===== src/common/msp430Pkg.sv =====
package msp430Pkg;

   // Fetch starts here after reset
   localparam logic [15:0] resetAddr = 16'hF800;

   // Most extension words one instruction can carry
   localparam logic [1:0] maxExtWords = 2'd2;

   // Word class, from the top opcode bits
   typedef enum logic [1:0]
   {
      fmtIllegal = 2'd0,
      fmtOne     = 2'd1,
      fmtTwo     = 2'd2,
      fmtJump    = 2'd3
   } instrFormat_t;

   // Jump conditions in bits 12..10 of a jump word
   typedef enum logic [2:0]
   {
      jne = 3'd0,
      jeq = 3'd1,
      jnc = 3'd2,
      jc  = 3'd3,
      jn  = 3'd4,
      jge = 3'd5,
      jl  = 3'd6,
      jmp = 3'd7
   } jumpCond_t;

   // Function select
   // Jump codes keep the condition in the low three bits
   typedef enum logic [5:0]
   {
      fsJne  = 6'h00,
      fsJeq  = 6'h01,
      fsJnc  = 6'h02,
      fsJc   = 6'h03,
      fsJn   = 6'h04,
      fsJge  = 6'h05,
      fsJl   = 6'h06,
      fsJmp  = 6'h07,
      // Two-operand group
      fsMov  = 6'h10,
      fsAdd  = 6'h11,
      fsAddc = 6'h12,
      fsSubc = 6'h13,
      fsSub  = 6'h14,
      fsCmp  = 6'h15,
      fsDadd = 6'h16,
      fsBit  = 6'h17,
      fsBic  = 6'h18,
      fsBis  = 6'h19,
      fsXor  = 6'h1A,
      fsAnd  = 6'h1B,
      // Single-operand group
      fsRrc  = 6'h20,
      fsSwpb = 6'h21,
      fsRra  = 6'h22,
      fsSxt  = 6'h23,
      fsPush = 6'h24,
      fsCall = 6'h25,
      fsReti = 6'h26
   } aluFunc_t;

   // Format I opcodes, bits 15..12
   localparam logic [3:0] opFmtOne_MOV  = 4'h4;
   localparam logic [3:0] opFmtOne_ADD  = 4'h5;
   localparam logic [3:0] opFmtOne_ADDC = 4'h6;
   localparam logic [3:0] opFmtOne_SUBC = 4'h7;
   localparam logic [3:0] opFmtOne_SUB  = 4'h8;
   localparam logic [3:0] opFmtOne_CMP  = 4'h9;
   localparam logic [3:0] opFmtOne_DADD = 4'hA;
   localparam logic [3:0] opFmtOne_BIT  = 4'hB;
   localparam logic [3:0] opFmtOne_BIC  = 4'hC;
   localparam logic [3:0] opFmtOne_BIS  = 4'hD;
   localparam logic [3:0] opFmtOne_XOR  = 4'hE;
   localparam logic [3:0] opFmtOne_AND  = 4'hF;

   // Format II opcodes, bits 15..7
   localparam logic [8:0] opFmtTwo_RRC  = 9'h020;
   localparam logic [8:0] opFmtTwo_SWPB = 9'h021;
   localparam logic [8:0] opFmtTwo_RRA  = 9'h022;
   localparam logic [8:0] opFmtTwo_SXT  = 9'h023;
   localparam logic [8:0] opFmtTwo_PUSH = 9'h024;
   localparam logic [8:0] opFmtTwo_CALL = 9'h025;
   localparam logic [8:0] opFmtTwo_RETI = 9'h026;

   // Status bits seen by the jump test
   typedef struct packed
   {
      logic n;
      logic z;
      logic c;
      logic v;
   } statusFlags_t;

endpackage


===== src/common/decodeIf.sv =====
interface decodeIf;
   import msp430Pkg::*;

   // Opcode fields, latched with the opcode word
   instrFormat_t format;
   aluFunc_t     fs;
   logic         byteOp;
   logic         regWrite;
   logic         statusWrite;
   logic         illegal;
   logic [3:0]   srcReg;
   logic [3:0]   dstReg;
   logic [1:0]   srcMode;
   logic         dstMode;
   // Extension words still to come after the opcode
   logic [1:0]   extCount;

   // One-cycle strobes, one of them per sampled word
   logic         opStrobe;
   logic         extStrobe;
   logic [15:0]  extWord;

   modport decoder (
      output format, fs, byteOp, regWrite, statusWrite, illegal,
      output srcReg, dstReg, srcMode, dstMode, extCount,
      output opStrobe, extStrobe, extWord
   );

   modport collector (
      input format, fs, byteOp, regWrite, statusWrite, illegal,
      input srcReg, dstReg, srcMode, dstMode, extCount,
      input opStrobe, extStrobe, extWord
   );

endinterface


===== src/decode/opcodeTable.sv =====
module opcodeTable (
   input  logic [15:0]             word,
   output msp430Pkg::instrFormat_t format,
   output msp430Pkg::aluFunc_t     fs,
   output logic                    regWrite,
   output logic                    statusWrite,
   output logic                    illegal
);
   import msp430Pkg::*;

   // Classify the word and pick its function select
   always_comb
   begin
      format  = fmtIllegal;
      fs      = fsMov;
      illegal = 1'b1;
      if (word[15:13] == 3'b001)
      begin
         // Jump, condition goes straight into the select
         format  = fmtJump;
         fs      = aluFunc_t'({3'b000, word[12:10]});
         illegal = 1'b0;
      end
      else if (word[15:12] == 4'b0001)
      begin
         format  = fmtTwo;
         illegal = 1'b0;
         case (word[15:7])
            opFmtTwo_RRC:  fs = fsRrc;
            opFmtTwo_SWPB: fs = fsSwpb;
            opFmtTwo_RRA:  fs = fsRra;
            opFmtTwo_SXT:  fs = fsSxt;
            opFmtTwo_PUSH: fs = fsPush;
            opFmtTwo_CALL: fs = fsCall;
            opFmtTwo_RETI: fs = fsReti;
            default:
            begin
               // Unused single-operand slot
               format  = fmtIllegal;
               illegal = 1'b1;
            end
         endcase
      end
      else if (word[15:12] >= 4'b0100)
      begin
         format  = fmtOne;
         illegal = 1'b0;
         case (word[15:12])
            opFmtOne_MOV:  fs = fsMov;
            opFmtOne_ADD:  fs = fsAdd;
            opFmtOne_ADDC: fs = fsAddc;
            opFmtOne_SUBC: fs = fsSubc;
            opFmtOne_SUB:  fs = fsSub;
            opFmtOne_CMP:  fs = fsCmp;
            opFmtOne_DADD: fs = fsDadd;
            opFmtOne_BIT:  fs = fsBit;
            opFmtOne_BIC:  fs = fsBic;
            opFmtOne_BIS:  fs = fsBis;
            opFmtOne_XOR:  fs = fsXor;
            opFmtOne_AND:  fs = fsAnd;
            default:
            begin
               format  = fmtIllegal;
               illegal = 1'b1;
            end
         endcase
      end
   end

   // Write enables follow from the select
   // Jumps and illegal words write nothing
   always_comb
   begin
      regWrite    = 1'b0;
      statusWrite = 1'b0;
      if (format == fmtOne || format == fmtTwo)
      begin
         // Compare and test only set flags
         regWrite    = !(fs inside {fsCmp, fsBit});
         // Moves, bit set/clear, swap and stack ops leave flags alone
         statusWrite = !(fs inside {fsMov, fsBic, fsBis, fsSwpb, fsPush, fsCall});
      end
   end

endmodule


===== src/decode/instrDecoder.sv =====
module instrDecoder (
   input  logic                    clk,
   input  logic                    reset,
   input  logic [15:0]             mdb,
   input  msp430Pkg::statusFlags_t statusFlags,
   output logic                    jumpTaken,
   output logic signed [9:0]       jumpOffset,
   decodeIf.decoder                dec
);
   import msp430Pkg::*;

   instrFormat_t wordFormat;
   aluFunc_t     wordFs;
   logic         wordRegWrite;
   logic         wordStatusWrite;
   logic         wordIllegal;

   // Outstanding extension words, zero means next word is an opcode
   logic [1:0]   extCnt;
   logic         isOpcode;
   logic         hasOperands;
   logic [3:0]   srcField;
   logic         srcNeedsExt;
   logic         dstNeedsExt;
   logic [1:0]   extNeeded;
   logic         condMet;

   opcodeTable table_i (
      .word        (mdb),
      .format      (wordFormat),
      .fs          (wordFs),
      .regWrite    (wordRegWrite),
      .statusWrite (wordStatusWrite),
      .illegal     (wordIllegal)
   );

   assign isOpcode    = (extCnt == 2'd0);
   assign hasOperands = (wordFormat == fmtOne) || (wordFormat == fmtTwo);
   // Format II has its only register in the low nibble
   assign srcField    = (wordFormat == fmtTwo) ? mdb[3:0] : mdb[11:8];

   // Indexed source (R3 excluded) or immediate through R0
   assign srcNeedsExt = hasOperands &&
                        ((mdb[5:4] == 2'b01 && srcField != 4'd3) ||
                         (mdb[5:4] == 2'b11 && srcField == 4'd0));
   // Indexed destination, two-operand only
   assign dstNeedsExt = (wordFormat == fmtOne) && mdb[7];
   assign extNeeded   = {1'b0, srcNeedsExt} + {1'b0, dstNeedsExt};

   // Jump condition against the live flags
   always_comb
   begin
      case (jumpCond_t'(mdb[12:10]))
         jne: condMet = !statusFlags.z;
         jeq: condMet = statusFlags.z;
         jnc: condMet = !statusFlags.c;
         jc:  condMet = statusFlags.c;
         jn:  condMet = statusFlags.n;
         jge: condMet = !(statusFlags.n ^ statusFlags.v);
         jl:  condMet = statusFlags.n ^ statusFlags.v;
         jmp: condMet = 1'b1;
      endcase
   end

   // Redirect only on an opcode word, never on an extension word
   assign jumpTaken  = isOpcode && (wordFormat == fmtJump) && condMet;
   assign jumpOffset = $signed(mdb[9:0]);

   // Word sequencing
   always_ff @(posedge clk)
   begin
      if (reset)
      begin
         extCnt        <= 2'd0;
         dec.opStrobe  <= 1'b0;
         dec.extStrobe <= 1'b0;
      end
      else
      begin
         dec.opStrobe  <= isOpcode;
         dec.extStrobe <= !isOpcode;
         if (isOpcode)
            extCnt <= extNeeded;
         else
            extCnt <= extCnt - 2'd1;
      end
   end

   // Field latches
   always_ff @(posedge clk)
   begin
      if (isOpcode)
      begin
         dec.format      <= wordFormat;
         dec.fs          <= wordFs;
         dec.regWrite    <= wordRegWrite;
         dec.statusWrite <= wordStatusWrite;
         dec.illegal     <= wordIllegal;
         dec.extCount    <= extNeeded;
         // Operand fields are zero for jumps and illegal words
         dec.byteOp      <= hasOperands && mdb[6];
         dec.srcReg      <= hasOperands ? srcField : 4'd0;
         dec.dstReg      <= hasOperands ? mdb[3:0] : 4'd0;
         dec.srcMode     <= hasOperands ? mdb[5:4] : 2'b00;
         dec.dstMode     <= dstNeedsExt;
      end
      else
      begin
         dec.extWord <= mdb;
      end
   end

   strobeExclusive: assert property (
      @(posedge clk) disable iff (reset) !(dec.opStrobe && dec.extStrobe))
      else $error("opcode and extension strobes together");

endmodule


===== src/rtl/programCounter.sv =====
module programCounter (
   input  logic              clk,
   input  logic              reset,
   input  logic              jumpTaken,
   input  logic signed [9:0] jumpOffset,
   output logic [15:0]       pcAddr
);
   import msp430Pkg::*;

   // Word offset scaled to bytes and sign extended
   logic [15:0] byteOffset;
   logic [15:0] nextSeq;

   assign byteOffset = {{5{jumpOffset[9]}}, jumpOffset, 1'b0};
   assign nextSeq    = pcAddr + 16'd2;

   // One word per cycle, target relative to the word after the jump
   always_ff @(posedge clk)
   begin
      if (reset)
         pcAddr <= resetAddr;
      else if (jumpTaken)
         pcAddr <= nextSeq + byteOffset;
      else
         pcAddr <= nextSeq;
   end

   // Fetch address stays word aligned, jumps included
   pcAligned: assert property (
      @(posedge clk) disable iff (reset) pcAddr[0] == 1'b0)
      else $error("odd fetch address");

endmodule


===== src/rtl/operandCollector.sv =====
module operandCollector (
   input  logic                    clk,
   input  logic                    reset,
   decodeIf.collector              dec,
   output logic                    instrValid,
   output logic [15:0]             srcExt,
   output logic [15:0]             dstExt,
   output msp430Pkg::instrFormat_t format,
   output msp430Pkg::aluFunc_t     fs,
   output logic                    illegal,
   output logic                    byteOp,
   output logic                    regWrite,
   output logic                    statusWrite,
   output logic [3:0]              srcReg,
   output logic [3:0]              dstReg,
   output logic [1:0]              srcMode,
   output logic                    dstMode
);
   import msp430Pkg::*;

   // Extension words still owed to the pending instruction
   logic [1:0]  pending;
   // Next extension word belongs to the source slot
   logic        toSrc;
   logic [15:0] srcHold;
   logic        srcHasExt;
   logic        lastExt;
   logic        issue;

   // With a single word, it is the destination's only if Ad is set
   assign srcHasExt = (dec.extCount == 2'd2) || !(dec.format == fmtOne && dec.dstMode);
   assign lastExt   = dec.extStrobe && (pending == 2'd1);
   assign issue     = (dec.opStrobe && dec.extCount == 2'd0) || lastExt;

   always_ff @(posedge clk)
   begin
      if (reset)
      begin
         pending    <= 2'd0;
         toSrc      <= 1'b0;
         instrValid <= 1'b0;
      end
      else
      begin
         instrValid <= issue;
         if (dec.opStrobe)
         begin
            pending <= dec.extCount;
            toSrc   <= srcHasExt;
         end
         else if (dec.extStrobe)
         begin
            pending <= pending - 2'd1;
            // Second word is always the destination
            toSrc   <= 1'b0;
         end
      end
   end

   // Source word waits here until the instruction is complete
   always_ff @(posedge clk)
   begin
      if (dec.opStrobe)
         srcHold <= 16'h0000;
      else if (dec.extStrobe && toSrc)
         srcHold <= dec.extWord;
   end

   // Decoder fields still belong to this instruction at issue
   always_ff @(posedge clk)
   begin
      if (issue)
      begin
         format      <= dec.format;
         fs          <= dec.fs;
         illegal     <= dec.illegal;
         byteOp      <= dec.byteOp;
         regWrite    <= dec.regWrite;
         statusWrite <= dec.statusWrite;
         srcReg      <= dec.srcReg;
         dstReg      <= dec.dstReg;
         srcMode     <= dec.srcMode;
         dstMode     <= dec.dstMode;
         if (lastExt)
         begin
            srcExt <= toSrc ? dec.extWord : srcHold;
            dstExt <= toSrc ? 16'h0000 : dec.extWord;
         end
         else
         begin
            // Single-word instruction, no operand words
            srcExt <= 16'h0000;
            dstExt <= 16'h0000;
         end
      end
   end

   // Decoder only sends extension words an opcode announced
   extExpected: assert property (
      @(posedge clk) disable iff (reset) dec.extStrobe |-> pending != 2'd0)
      else $error("extension word with no instruction pending");

endmodule


===== src/rtl/fetchDecodeTop.sv =====
module fetchDecodeTop (
   input  logic                    clk,
   input  logic                    reset,
   input  logic [15:0]             mdb,
   input  msp430Pkg::statusFlags_t statusFlags,
   output logic [15:0]             pcAddr,
   output logic                    instrValid,
   output logic                    illegal,
   output msp430Pkg::instrFormat_t format,
   output msp430Pkg::aluFunc_t     fs,
   output logic                    byteOp,
   output logic                    regWrite,
   output logic                    statusWrite,
   output logic [3:0]              srcReg,
   output logic [3:0]              dstReg,
   output logic [1:0]              srcMode,
   output logic                    dstMode,
   output logic [15:0]             srcExt,
   output logic [15:0]             dstExt
);

   // Decoder to collector bundle
   decodeIf decBus ();

   // Jump redirect, combinational from the sampled word
   logic              jumpTaken;
   logic signed [9:0] jumpOffset;

   programCounter pc_i (
      .clk        (clk),
      .reset      (reset),
      .jumpTaken  (jumpTaken),
      .jumpOffset (jumpOffset),
      .pcAddr     (pcAddr)
   );

   instrDecoder decoder_i (
      .clk         (clk),
      .reset       (reset),
      .mdb         (mdb),
      .statusFlags (statusFlags),
      .jumpTaken   (jumpTaken),
      .jumpOffset  (jumpOffset),
      .dec         (decBus.decoder)
   );

   operandCollector collector_i (
      .clk         (clk),
      .reset       (reset),
      .dec         (decBus.collector),
      .instrValid  (instrValid),
      .srcExt      (srcExt),
      .dstExt      (dstExt),
      .format      (format),
      .fs          (fs),
      .illegal     (illegal),
      .byteOp      (byteOp),
      .regWrite    (regWrite),
      .statusWrite (statusWrite),
      .srcReg      (srcReg),
      .dstReg      (dstReg),
      .srcMode     (srcMode),
      .dstMode     (dstMode)
   );

endmodule


===== config.mk =====
export PLATFORM = sky130hd
export DESIGN_NAME = fetchDecodeTop
export DESIGN_NICKNAME = d
export VERILOG_FILES = /design/src/common/msp430Pkg.sv /design/src/common/decodeIf.sv /design/src/decode/opcodeTable.sv /design/src/decode/instrDecoder.sv /design/src/rtl/programCounter.sv /design/src/rtl/operandCollector.sv /design/src/rtl/fetchDecodeTop.sv
export SDC_FILE = /design/constraint.sdc
export NUM_CORES = 1
export LEC_CHECK = 0
export BUFFER_PORTS_ARGS = -buffer_cell sky130_fd_sc_hd__clkbuf_2
export CAP_MARGIN = 5
export CORE_ASPECT_RATIO = 0.8
export CORE_MARGIN = 3
export CORE_UTILIZATION = 62
export DETAILED_ROUTE_END_ITERATION = 8
export PLACE_DENSITY = 0.93
export SLEW_MARGIN = 10
export SYNTH_ARGS = -nofsm -noshare
export SYNTH_HDL_FRONTEND = slang
export SYNTH_HIERARCHICAL = 1
export SYNTH_SLANG_ARGS = --single-unit

===== constraint.sdc =====
create_clock -name clk -period 6.9 [get_ports clk]
set_input_delay 1.035 -clock clk [delete_from_list [all_inputs] [get_ports clk]]
set_output_delay 1.035 -clock clk [all_outputs]
set_load 0.005 [all_outputs]

Word-level counts from Yosys, hierarchy flattened
Cells that the tools add are included.
Widths: inputs -> output; s select.

storage, ports and cells
  logic and storage cells = 140
  output and inout bits = 72
  input bits = 22
  register bits after elaboration = 136

operators by class
  magnitude comparators = 1
  bitwise operators = 2
  eq/ne operators = 45
  $add $sub $neg = 5
  mux-type cells = 23
  reduce and logical (&&, ||, !) cells = 32

operator list
  kind                   number
  $eq 9x6->1 const B     7
  $pmux 4 s11            1
  $pmux 6 s7             1
  $eq 4x4->1 const B     8
  $mux 16                2
  $eq 6x5->1 const B     5
  $eq 6x6->1 const B     3
  $add 16x16->16         1
  $add 16x2->16 const B  1
  $eq 4x3->1 const B     4
  $eq 3x3->1 const B     4
  $mux 2                 6
  $mux 6                 2
  $reduce_or 12->1       1
  $logic_and 1x1->1      11
  $eq 2x1->1 const B     4
  $eq 2x2->1 const B     4
  $mux 1                 8
  $mux 4                 2
  $pmux 1 s8             1
  $logic_not 1->1        7
  $reduce_or 7->1        1
  $eq 3x1->1 const B     2
  $eq 3x2->1 const B     2
  other kinds (14)       20

Longest topological paths before layout
Gate-level depths: netlist (run 1).

  depth after elaboration = 14
  depth in mapped cells = 12
  depth with buffers taken out = 12

Modules after synthesis
The synthesis (run 1) kept the hierarchy.

modules (own cells, without submodules)
  module            times used  area each (µm²)  seq. area each (µm²)  cells an instance
  operandCollector  1           2926.6           2052.0                202
  instrDecoder      1           1711.6           1311.3                102
  programCounter    1           1547.7           300.3                 192
  opcodeTable       1           227.7            0.0                   33

Worst setup path after synthesis (run 1)
Ideal clock, no wire load.

  kind = in2reg
  start point = input port mdb[10]
  end point = register pc_i.pcAddr[14]
  buffers on the path = 1
  library setup time = 120 ps
  cell stages on the path = 12
  data arrival time = 3249 ps
  setup slack = 3531 ps
  data required time = 6780 ps
  cell sequence = or3b_1 -> a31oi_1 -> o21a_1 -> ha_1 -> nand3b_1 -> o22ai_1 -> clkbuf_1 -> nor2b_1 -> nand2_1 -> mux2i_1 -> a311oi_1 -> o31a_1

between the ends
  cells in the longest elaborated chain, start to end = 9
  elaborated cells on any way between the ends = 24
  classes of those cells = eq/ne (15); mux (5); reduce/logical (4)

RTL lines
  item                                line                  text
  start: declaration                  fetchDecodeTop.sv:4   input logic [15:0] mdb,
  $eq 9x6->1                          opcodeTable.sv:28     case (word[15:7])
  $reduce_or 7->1 (no line) (*)       --
  $mux 2 (*)                          opcodeTable.sv:28
  $mux 2 (*)                          opcodeTable.sv:24     else if (word[15:12] == 4'b0001)
  $mux 2 (*)                          opcodeTable.sv:17     if (word[15:13] == 3'b001)
  net decoder_i.wordFormat[1]         instrDecoder.sv:12    instrFormat_t wordFormat;
  $eq 2x2->1 (*)                      instrDecoder.sv:66    assign jumpTaken = isOpcode && (wordFormat == fmtJump) && condMet;
  $logic_and 1x1->1 (*) (2 in a row)  instrDecoder.sv:66
  net jumpTaken                       fetchDecodeTop.sv:26  logic jumpTaken;
  $mux 16 (*)                         programCounter.sv:22  else if (jumpTaken)
  end signal: assignment              programCounter.sv:21  pcAddr <= resetAddr;
  end signal: assignment              programCounter.sv:23  pcAddr <= nextSeq + byteOffset;
  end signal: assignment              programCounter.sv:25  pcAddr <= nextSeq;
  end: declaration                    programCounter.sv:6   output logic [15:0] pcAddr

The timed path passes the listed nets; every way through them passes the cells marked *.
A chain may end at the register's enable or synchronous reset.

Worst setup path after layout (run 1)
Ends and elaborated chain as after synthesis.

==> results.py, run 1 <==
metrics = {
    "synth": {
        "ys_ff_latch": 135,
        "async_flop_share_pct": 0,
        "synth_area_leaders": "edfxtp_1, dfxtp_1, ha_1",
        "syn_inst": 529,
        "synth_area_leader_cell": "edfxtp_1",
        "ys.flop_type": "edfxtp_1",
        "syn_nets": 577,
        "synth.cell_area_um2": 6410,
        "synth_cell_types": 71,
        "ys_seq_area_share_pct": 57.1,
        "yosysWarnings": 6,
        "synth-edff-count": 96,
        "syn_area_per_cell_um2": 12.1,
        "yosysMostFrequentCell": "edfxtp_1",
        "yosysTopAreaCellShare_pct": 44.9,
        "synth_common_cells": "edfxtp_1, nor2_1, dfxtp_1",
    },
    "grt": {
        "antenna_found_initial": 0,
        "grt_max_degree": 53,
        "gr-usage-all-layers_pct": 25.3,
        "grt_pass1_vias": 4522,
        "grt_pass1_wl_um": 23100,
        "gr-total-overflow": 0,
    },
    "status": {
        "status": "completed",
    },
    "clock_tree": {
        "cts.sinks": 135,
        "numCtsBuffers": 17,
        "clock_latency_ps": 420,
        "clk_transition_reported_paths_ps": 60,
        "cts_resized": 0,
        "cts-htree-levels": 4,
        "cts_tree": "yes",
        "clk_path_buf_depth": 2,
        "postCtsSetupRepairBufs": 0,
        "cts_root_buf": "clkbuf_16",
        "holdBufCountCts": 0,
    },
    "route": {
        "num_vias": 4636,
        "dr.pass1.iters": 6,
        "drc": 0,
        "drtIter0Drc": 357,
        "antenna_left": 0,
        "finalWirelength_um": 14500,
        "wl_per_cell_um": 19.0,
        "vias_per_cell": 6.08,
    },
    "sta": {
        "tns_ps": 0,
        "final.setup_skew_ps": 8.18,
        "finalHoldViolCount": 0,
        "worst_pin_slew_ps": 1020,
        "finalSetupViolations": 0,
        "fin_crit_sh_pct": 52.1,
        "slew_violations": 0,
        "fin_crit_ps": 3590,
        "max_freq_mhz": 278,
        "max_slew_margin_pct": 32.3,
        "rsz0062_at_grt": "no",
    },
    "setup_path": {
        "rr_startpoint": "pc_i/pcAddr[3]$_SDFF_PP0_",
        "cp-endpoint": "pc_i/pcAddr[14]$_SDFF_PP1_",
        "startpoint_type": "input pin",
        "rrSetupSlack_ps": 3580,
        "ff2ff_path_depth": 11,
        "r2r_end": "pc_i/pcAddr[15]$_SDFF_PP1_",
        "worstSetupStartpoint": "mdb[10]",
        "cp.required_ps": 7210,
        "worstPathMaxFanout": 20,
        "critPathKind": "in2reg",
        "endpoint_kind": "flop",
        "arrival_ps": 3900,
    },
    "place": {
        "place_congestion": 0.865,
        "port_buffers": 92,
        "place_hpwl_um": 9430,
    },
    "min_path": {
        "hp-start": "decoder_i/dec.srcReg[3]$_SDFFCE_PN0P_",
        "hold_path.class": "reg2reg",
    },
    "finish": {
        "fillers": 642,
        "drive_above_1_share_pct": 25.7,
        "antenna_cells": 0,
        "final_nets": 661,
        "syn_to_final_growth_pct": 15.7,
    },
    "floorplan": {
        "dieArea_um2": 11600,
        "io_pins": 94,
        "die_x_um": 120,
        "core_area_um2": 9850,
        "fp.dieH_um": 97.0,
        "start_util_pct": 65.1,
        "row_count": 32,
    },
    "power": {
        "total_power_uw": 2140,
        "power_density_nw_per_um2": 289,
        "max-vdd-ir-drop_uv": 156,
        "power_leakage_uw": 0.00293,
    },
    "run": {
        "drv_cap": 0,
    },
}
worst min-delay path by stage:
stage	endpoint	slack [ps]	cells past startpoint
after floorplan	collector_i/byteOp$_DFFE_PP_	400	0
after global placement	collector_i/srcReg[3]$_DFFE_PP_	400	0
after detailed placement	collector_i/dstReg[1]$_DFFE_PP_	410	0
after CTS	collector_i/srcReg[3]$_DFFE_PP_	420	0
after global routing	collector_i/srcReg[3]$_DFFE_PP_	420	0
final	collector_i/srcReg[3]$_DFFE_PP_	420	0
flip-flops by register name (all words and copies together), names as in the netlist, 4 cells and up:
| signal | cells |
|---|---|
| decoder_i/dec.fs | 6 |
| collector_i/srcExt | 16 |
| collector_i/srcHold | 16 |
| collector_i/srcReg | 4 |
| decoder_i/dec.extWord | 16 |
| decoder_i/dec.srcReg | 4 |
| collector_i/dstExt | 16 |
| pc_i/pcAddr | 15 |
| collector_i/fs | 6 |
| collector_i/dstReg | 4 |
| decoder_i/dec.dstReg | 4 |
stage by stage:
step                      util (%)  hold WS, ps  instances  setup slack [ps]  cell area (µm²)
after floorplan                  -          400        529              3530             6410
after global placement        69.7          401        730              3190             6860
after detailed placement      69.7          406        730              2990             6860
after CTS                     75.3          420        762              3390             7420
after global routing          75.4          423        762              3120             7420
final                         75.4          418        762              3310             7420
critical path, cell delays in order:
cell and delay [ps]:
clkbuf_2 180, or3b_1 460, a31oi_1 380, o21a_1 270, ha_1 210, nand3b_1 80
o22ai_1 190, buf_4 280, nand2b_1 190, nor2_1 190, nand2_1 90, mux2i_1 140
a311oi_1 70, o31a_1 130
cell usage in the layout, fill, tap and decap left out, drive strengths merged, types with 9 or more instances in the layout:
| master | netlist | routed |
|---|---|---|
| a21bo | 16 | 16 |
| a21oi | 32 | 32 |
| and2 | 19 | 19 |
| clkbuf | 5 | 109 |
| dfxtp | 39 | 39 |
| edfxtp | 96 | 96 |
| ha | 25 | 25 |
| inv | 16 | 25 |
| mux2i | 26 | 26 |
| nand2 | 18 | 18 |
| nand3 | 25 | 25 |
| nor2 | 48 | 48 |
| nor2b | 12 | 12 |
| o21ai | 9 | 9 |
| xnor2 | 12 | 12 |
| xor2 | 12 | 12 |
cell type report:
class | count | area [µm²] | area share, %
Sequential cell | 135 | 3670 | 49.4
Multi-Input combinational cell | 348 | 2480 | 33.4
Timing Repair Buffer | 95 | 483 | 6.51
Clock buffer | 17 | 425 | 5.73
Tap cell | 136 | 170 | 2.29
Clock inverter | 15 | 135 | 1.82
Inverter | 16 | 60.1 | 0.809
report_power, final:
group | internal, µW | total, µW | switching (µW)
sequential | 973 | 1030 | 60.7
clock | 475 | 849 | 374
combinational | 106 | 262 | 156
routing by layer:
metal / up-vias / part of all wire (%) / GRT usage, %
li1: 2120 / - / -
met1: 2201 / 41 / 32.3
met2: 265 / 48 / 41.5
met3: 50 / 8.6 / 6.08
met4: 0 / 3.1 / 10.9
met5: - / 0 / 0
cell families (layout without fill, tap and decap cells):
kind of cell	count (synthesis)	after routing	share of synthesized area [%]
compound gates	102	102	11.8
flops	135	135	57.1
mux	27	27	4.23
fa+ha+maj	26	26	5.19
simple gates	168	168	14.1
buf+inv	46	143	4.25
other cells	1	1	0.0585
xor+xnor	24	24	3.28
Note: power is estimated with default switching activity, not from simulation.
==> run 2, diff against run 1 <==
CORE_UTILIZATION = 57   (was 62)
PLACE_DENSITY = 0.87   (was 0.93)
clock period = 3.4 ns   (was 6.9 ns; I/O delays follow)
==> run 2 against run 1 <==
Register-to-register slack got worse by 3400 ps. Count of clock-buffer cells in the layout increased by 2. Wire length decreased by 3.3%. Via count decreased by 2.5%. Highest routed layer unchanged. Largest power group unchanged. Flip-flop and latch count unchanged. Non-clock buffer count increased by 6.
==> results.py, run 2 (synthesis gave the netlist of run 1 again) <==
metrics = {
    "grt": {
        "gr-total-overflow": 0,
        "grt_pass1_wl_um": 22600,
        "grt_max_degree": 38,
        "grt_pass1_vias": 4537,
        "antenna_found_initial": 0,
        "gr-usage-all-layers_pct": 23.1,
    },
    "clock_tree": {
        "cts.sinks": 135,
        "clock_latency_ps": 420,
        "cts-htree-levels": 4,
        "cts_tree": "yes",
        "numCtsBuffers": 17,
        "clk_transition_reported_paths_ps": 60,
        "cts_root_buf": "clkbuf_16",
        "holdBufCountCts": 0,
        "clk_path_buf_depth": 2,
    },
    "setup_path": {
        "startpoint_type": "flop",
        "endpoint_kind": "flop",
        "rr_startpoint": "pc_i/pcAddr[3]$_SDFF_PP0_",
        "critPathKind": "reg2reg",
        "crit_family": "simple AND/OR/NAND/NOR gates",
        "ff2ff_path_depth": 11,
        "slowest_stage": "dfxtp_1",
        "worstPathMaxFanout": 7,
        "rrSetupSlack_ps": 130,
        "cp.required_ps": 3690,
        "r2r_end": "pc_i/pcAddr[15]$_SDFF_PP1_",
        "arrival_ps": 3560,
        "critical_path.max_stage_delay_ps": 450,
        "crit_buf_inv": 0,
        "crit_chain": "nand4_1 > nor3_2 > and3_1 > xor2_1 > ha_1 > a211oi_1 > nor2_1 > a221o_1 > or3_1 > a21oi_1 > a31oi_1",
    },
    "route": {
        "wl_per_cell_um": 18.1,
        "drc": 0,
        "vias_per_cell": 5.85,
        "finalWirelength_um": 14000,
        "antenna_left": 0,
        "dr.pass1.iters": 5,
        "drtIter0Drc": 360,
        "num_vias": 4520,
    },
    "power": {
        "power_density_nw_per_um2": 599,
        "power_leakage_uw": 0.00299,
        "max-vdd-ir-drop_uv": 385,
        "total_power_uw": 4520,
    },
    "place": {
        "place_congestion": 0.832,
        "dp_slack_ps": 252,
        "place_hpwl_um": 9400,
        "port_buffers": 92,
    },
    "sta": {
        "fin_crit_sh_pct": 96.1,
        "final.setup_skew_ps": 8.73,
        "max_slew_margin_pct": 55.4,
        "slew_violations": 0,
        "tns_ps": 0,
        "fin_crit_ps": 3270,
        "setup_slack_ps": 132,
        "finalSetupViolations": 0,
        "worst_pin_slew_ps": 667,
        "max_freq_mhz": 306,
        "fin_hold_ws_ps": 315,
        "finalHoldViolCount": 0,
    },
    "run": {
        "drv_cap": 0,
    },
    "floorplan": {
        "start_util_pct": 60.4,
        "io_pins": 94,
        "dieArea_um2": 12600,
        "core_area_um2": 10600,
        "fp.dieH_um": 101,
        "row_count": 33,
        "die_x_um": 125,
    },
    "finish": {
        "multi_input_area_um2": 2490,
        "drive_above_1_share_pct": 25.8,
        "mostFrequentLayoutCell": "edfxtp_1",
        "syn_to_final_growth_pct": 17.6,
        "antenna_cells": 0,
        "final_nets": 667,
        "fillers": 722,
        "layout_common_cells": "edfxtp_1, clkbuf_2, nor2_1",
        "area.sequential_um2": 3660,
    },
    "min_path": {
        "whs_endpoint": "decoder_i/dec.extWord[4]$_DFFE_PN_",
        "hold_path.class": "in2reg",
        "hp-start": "mdb[4]",
        "whs_path_depth": 1,
    },
    "status": {
        "status": "completed",
    },
}
-- run 2: cell type report --
cell class	instances	share of cell area, %
inverters	16	0.797
multi-input cells	348	33.0
clock buffers	19	5.74
flip-flops and latches	135	48.6
well taps	140	2.32
clock inverters	13	2.37
repair buffers	101	7.17
-- run 2: per-stage QoR --
stage / instances / cell area, µm² / util [%]
3_3_place_gp: 740 / 6920 / 65.2
5_1_grt: 772 / 7540 / 71.1
3_5_place_dp: 740 / 6920 / 65.2
6_report: 772 / 7540 / 71.1
4_1_cts: 772 / 7530 / 71.0
2_1_floorplan: 529 / 6410 / -
-- run 2: worst max path at each step --
stage | slack, ps | cells after the start | from | endpoint
finish | 130 | 11 | pc_i/pcAddr[3]$_SDFF_PP0_ | pc_i/pcAddr[15]$_SDFF_PP1_
global route | -4 | 11 | pc_i/pcAddr[3]$_SDFF_PP0_ | pc_i/pcAddr[15]$_SDFF_PP1_
CTS | 220 | 11 | pc_i/pcAddr[3]$_SDFF_PP0_ | pc_i/pcAddr[15]$_SDFF_PP1_
detailed placement | 250 | 11 | pc_i/pcAddr[3]$_SDFF_PP0_ | pc_i/pcAddr[15]$_SDFF_PP1_
global placement | 370 | 11 | pc_i/pcAddr[3]$_SDFF_PP0_ | pc_i/pcAddr[15]$_SDFF_PP1_
floorplan | 530 | 9 | decoder_i/extCnt[1]$_SDFF_PP0_ | pc_i/pcAddr[14]$_SDFF_PP1_
-- run 2: per-layer routing --
layer | part of all wire, % | track usage (%) | up-vias
met4 | 2.9 | 10.8 | 0
met2 | 48 | 38.2 | 192
met1 | 42 | 27.9 | 2155
met3 | 6.9 | 7.31 | 47
met5 | 0 | 0 | -
li1 | - | - | 2126
-- run 2: what timing repair did --
action / 4_1_cts / 5_1_grt
buffers inserted: 0 / 0
endpoints found under the setup margin: 0 / 1
resized for setup: 0 / 1
-- run 2: where the power goes --
group	total, µW	switching, µW	leakage [µW]	internal [µW]
registers	2070	94.8	0.00123	1980
logic	564	338	0.00147	226
clock network	1880	662	0.000294	1220
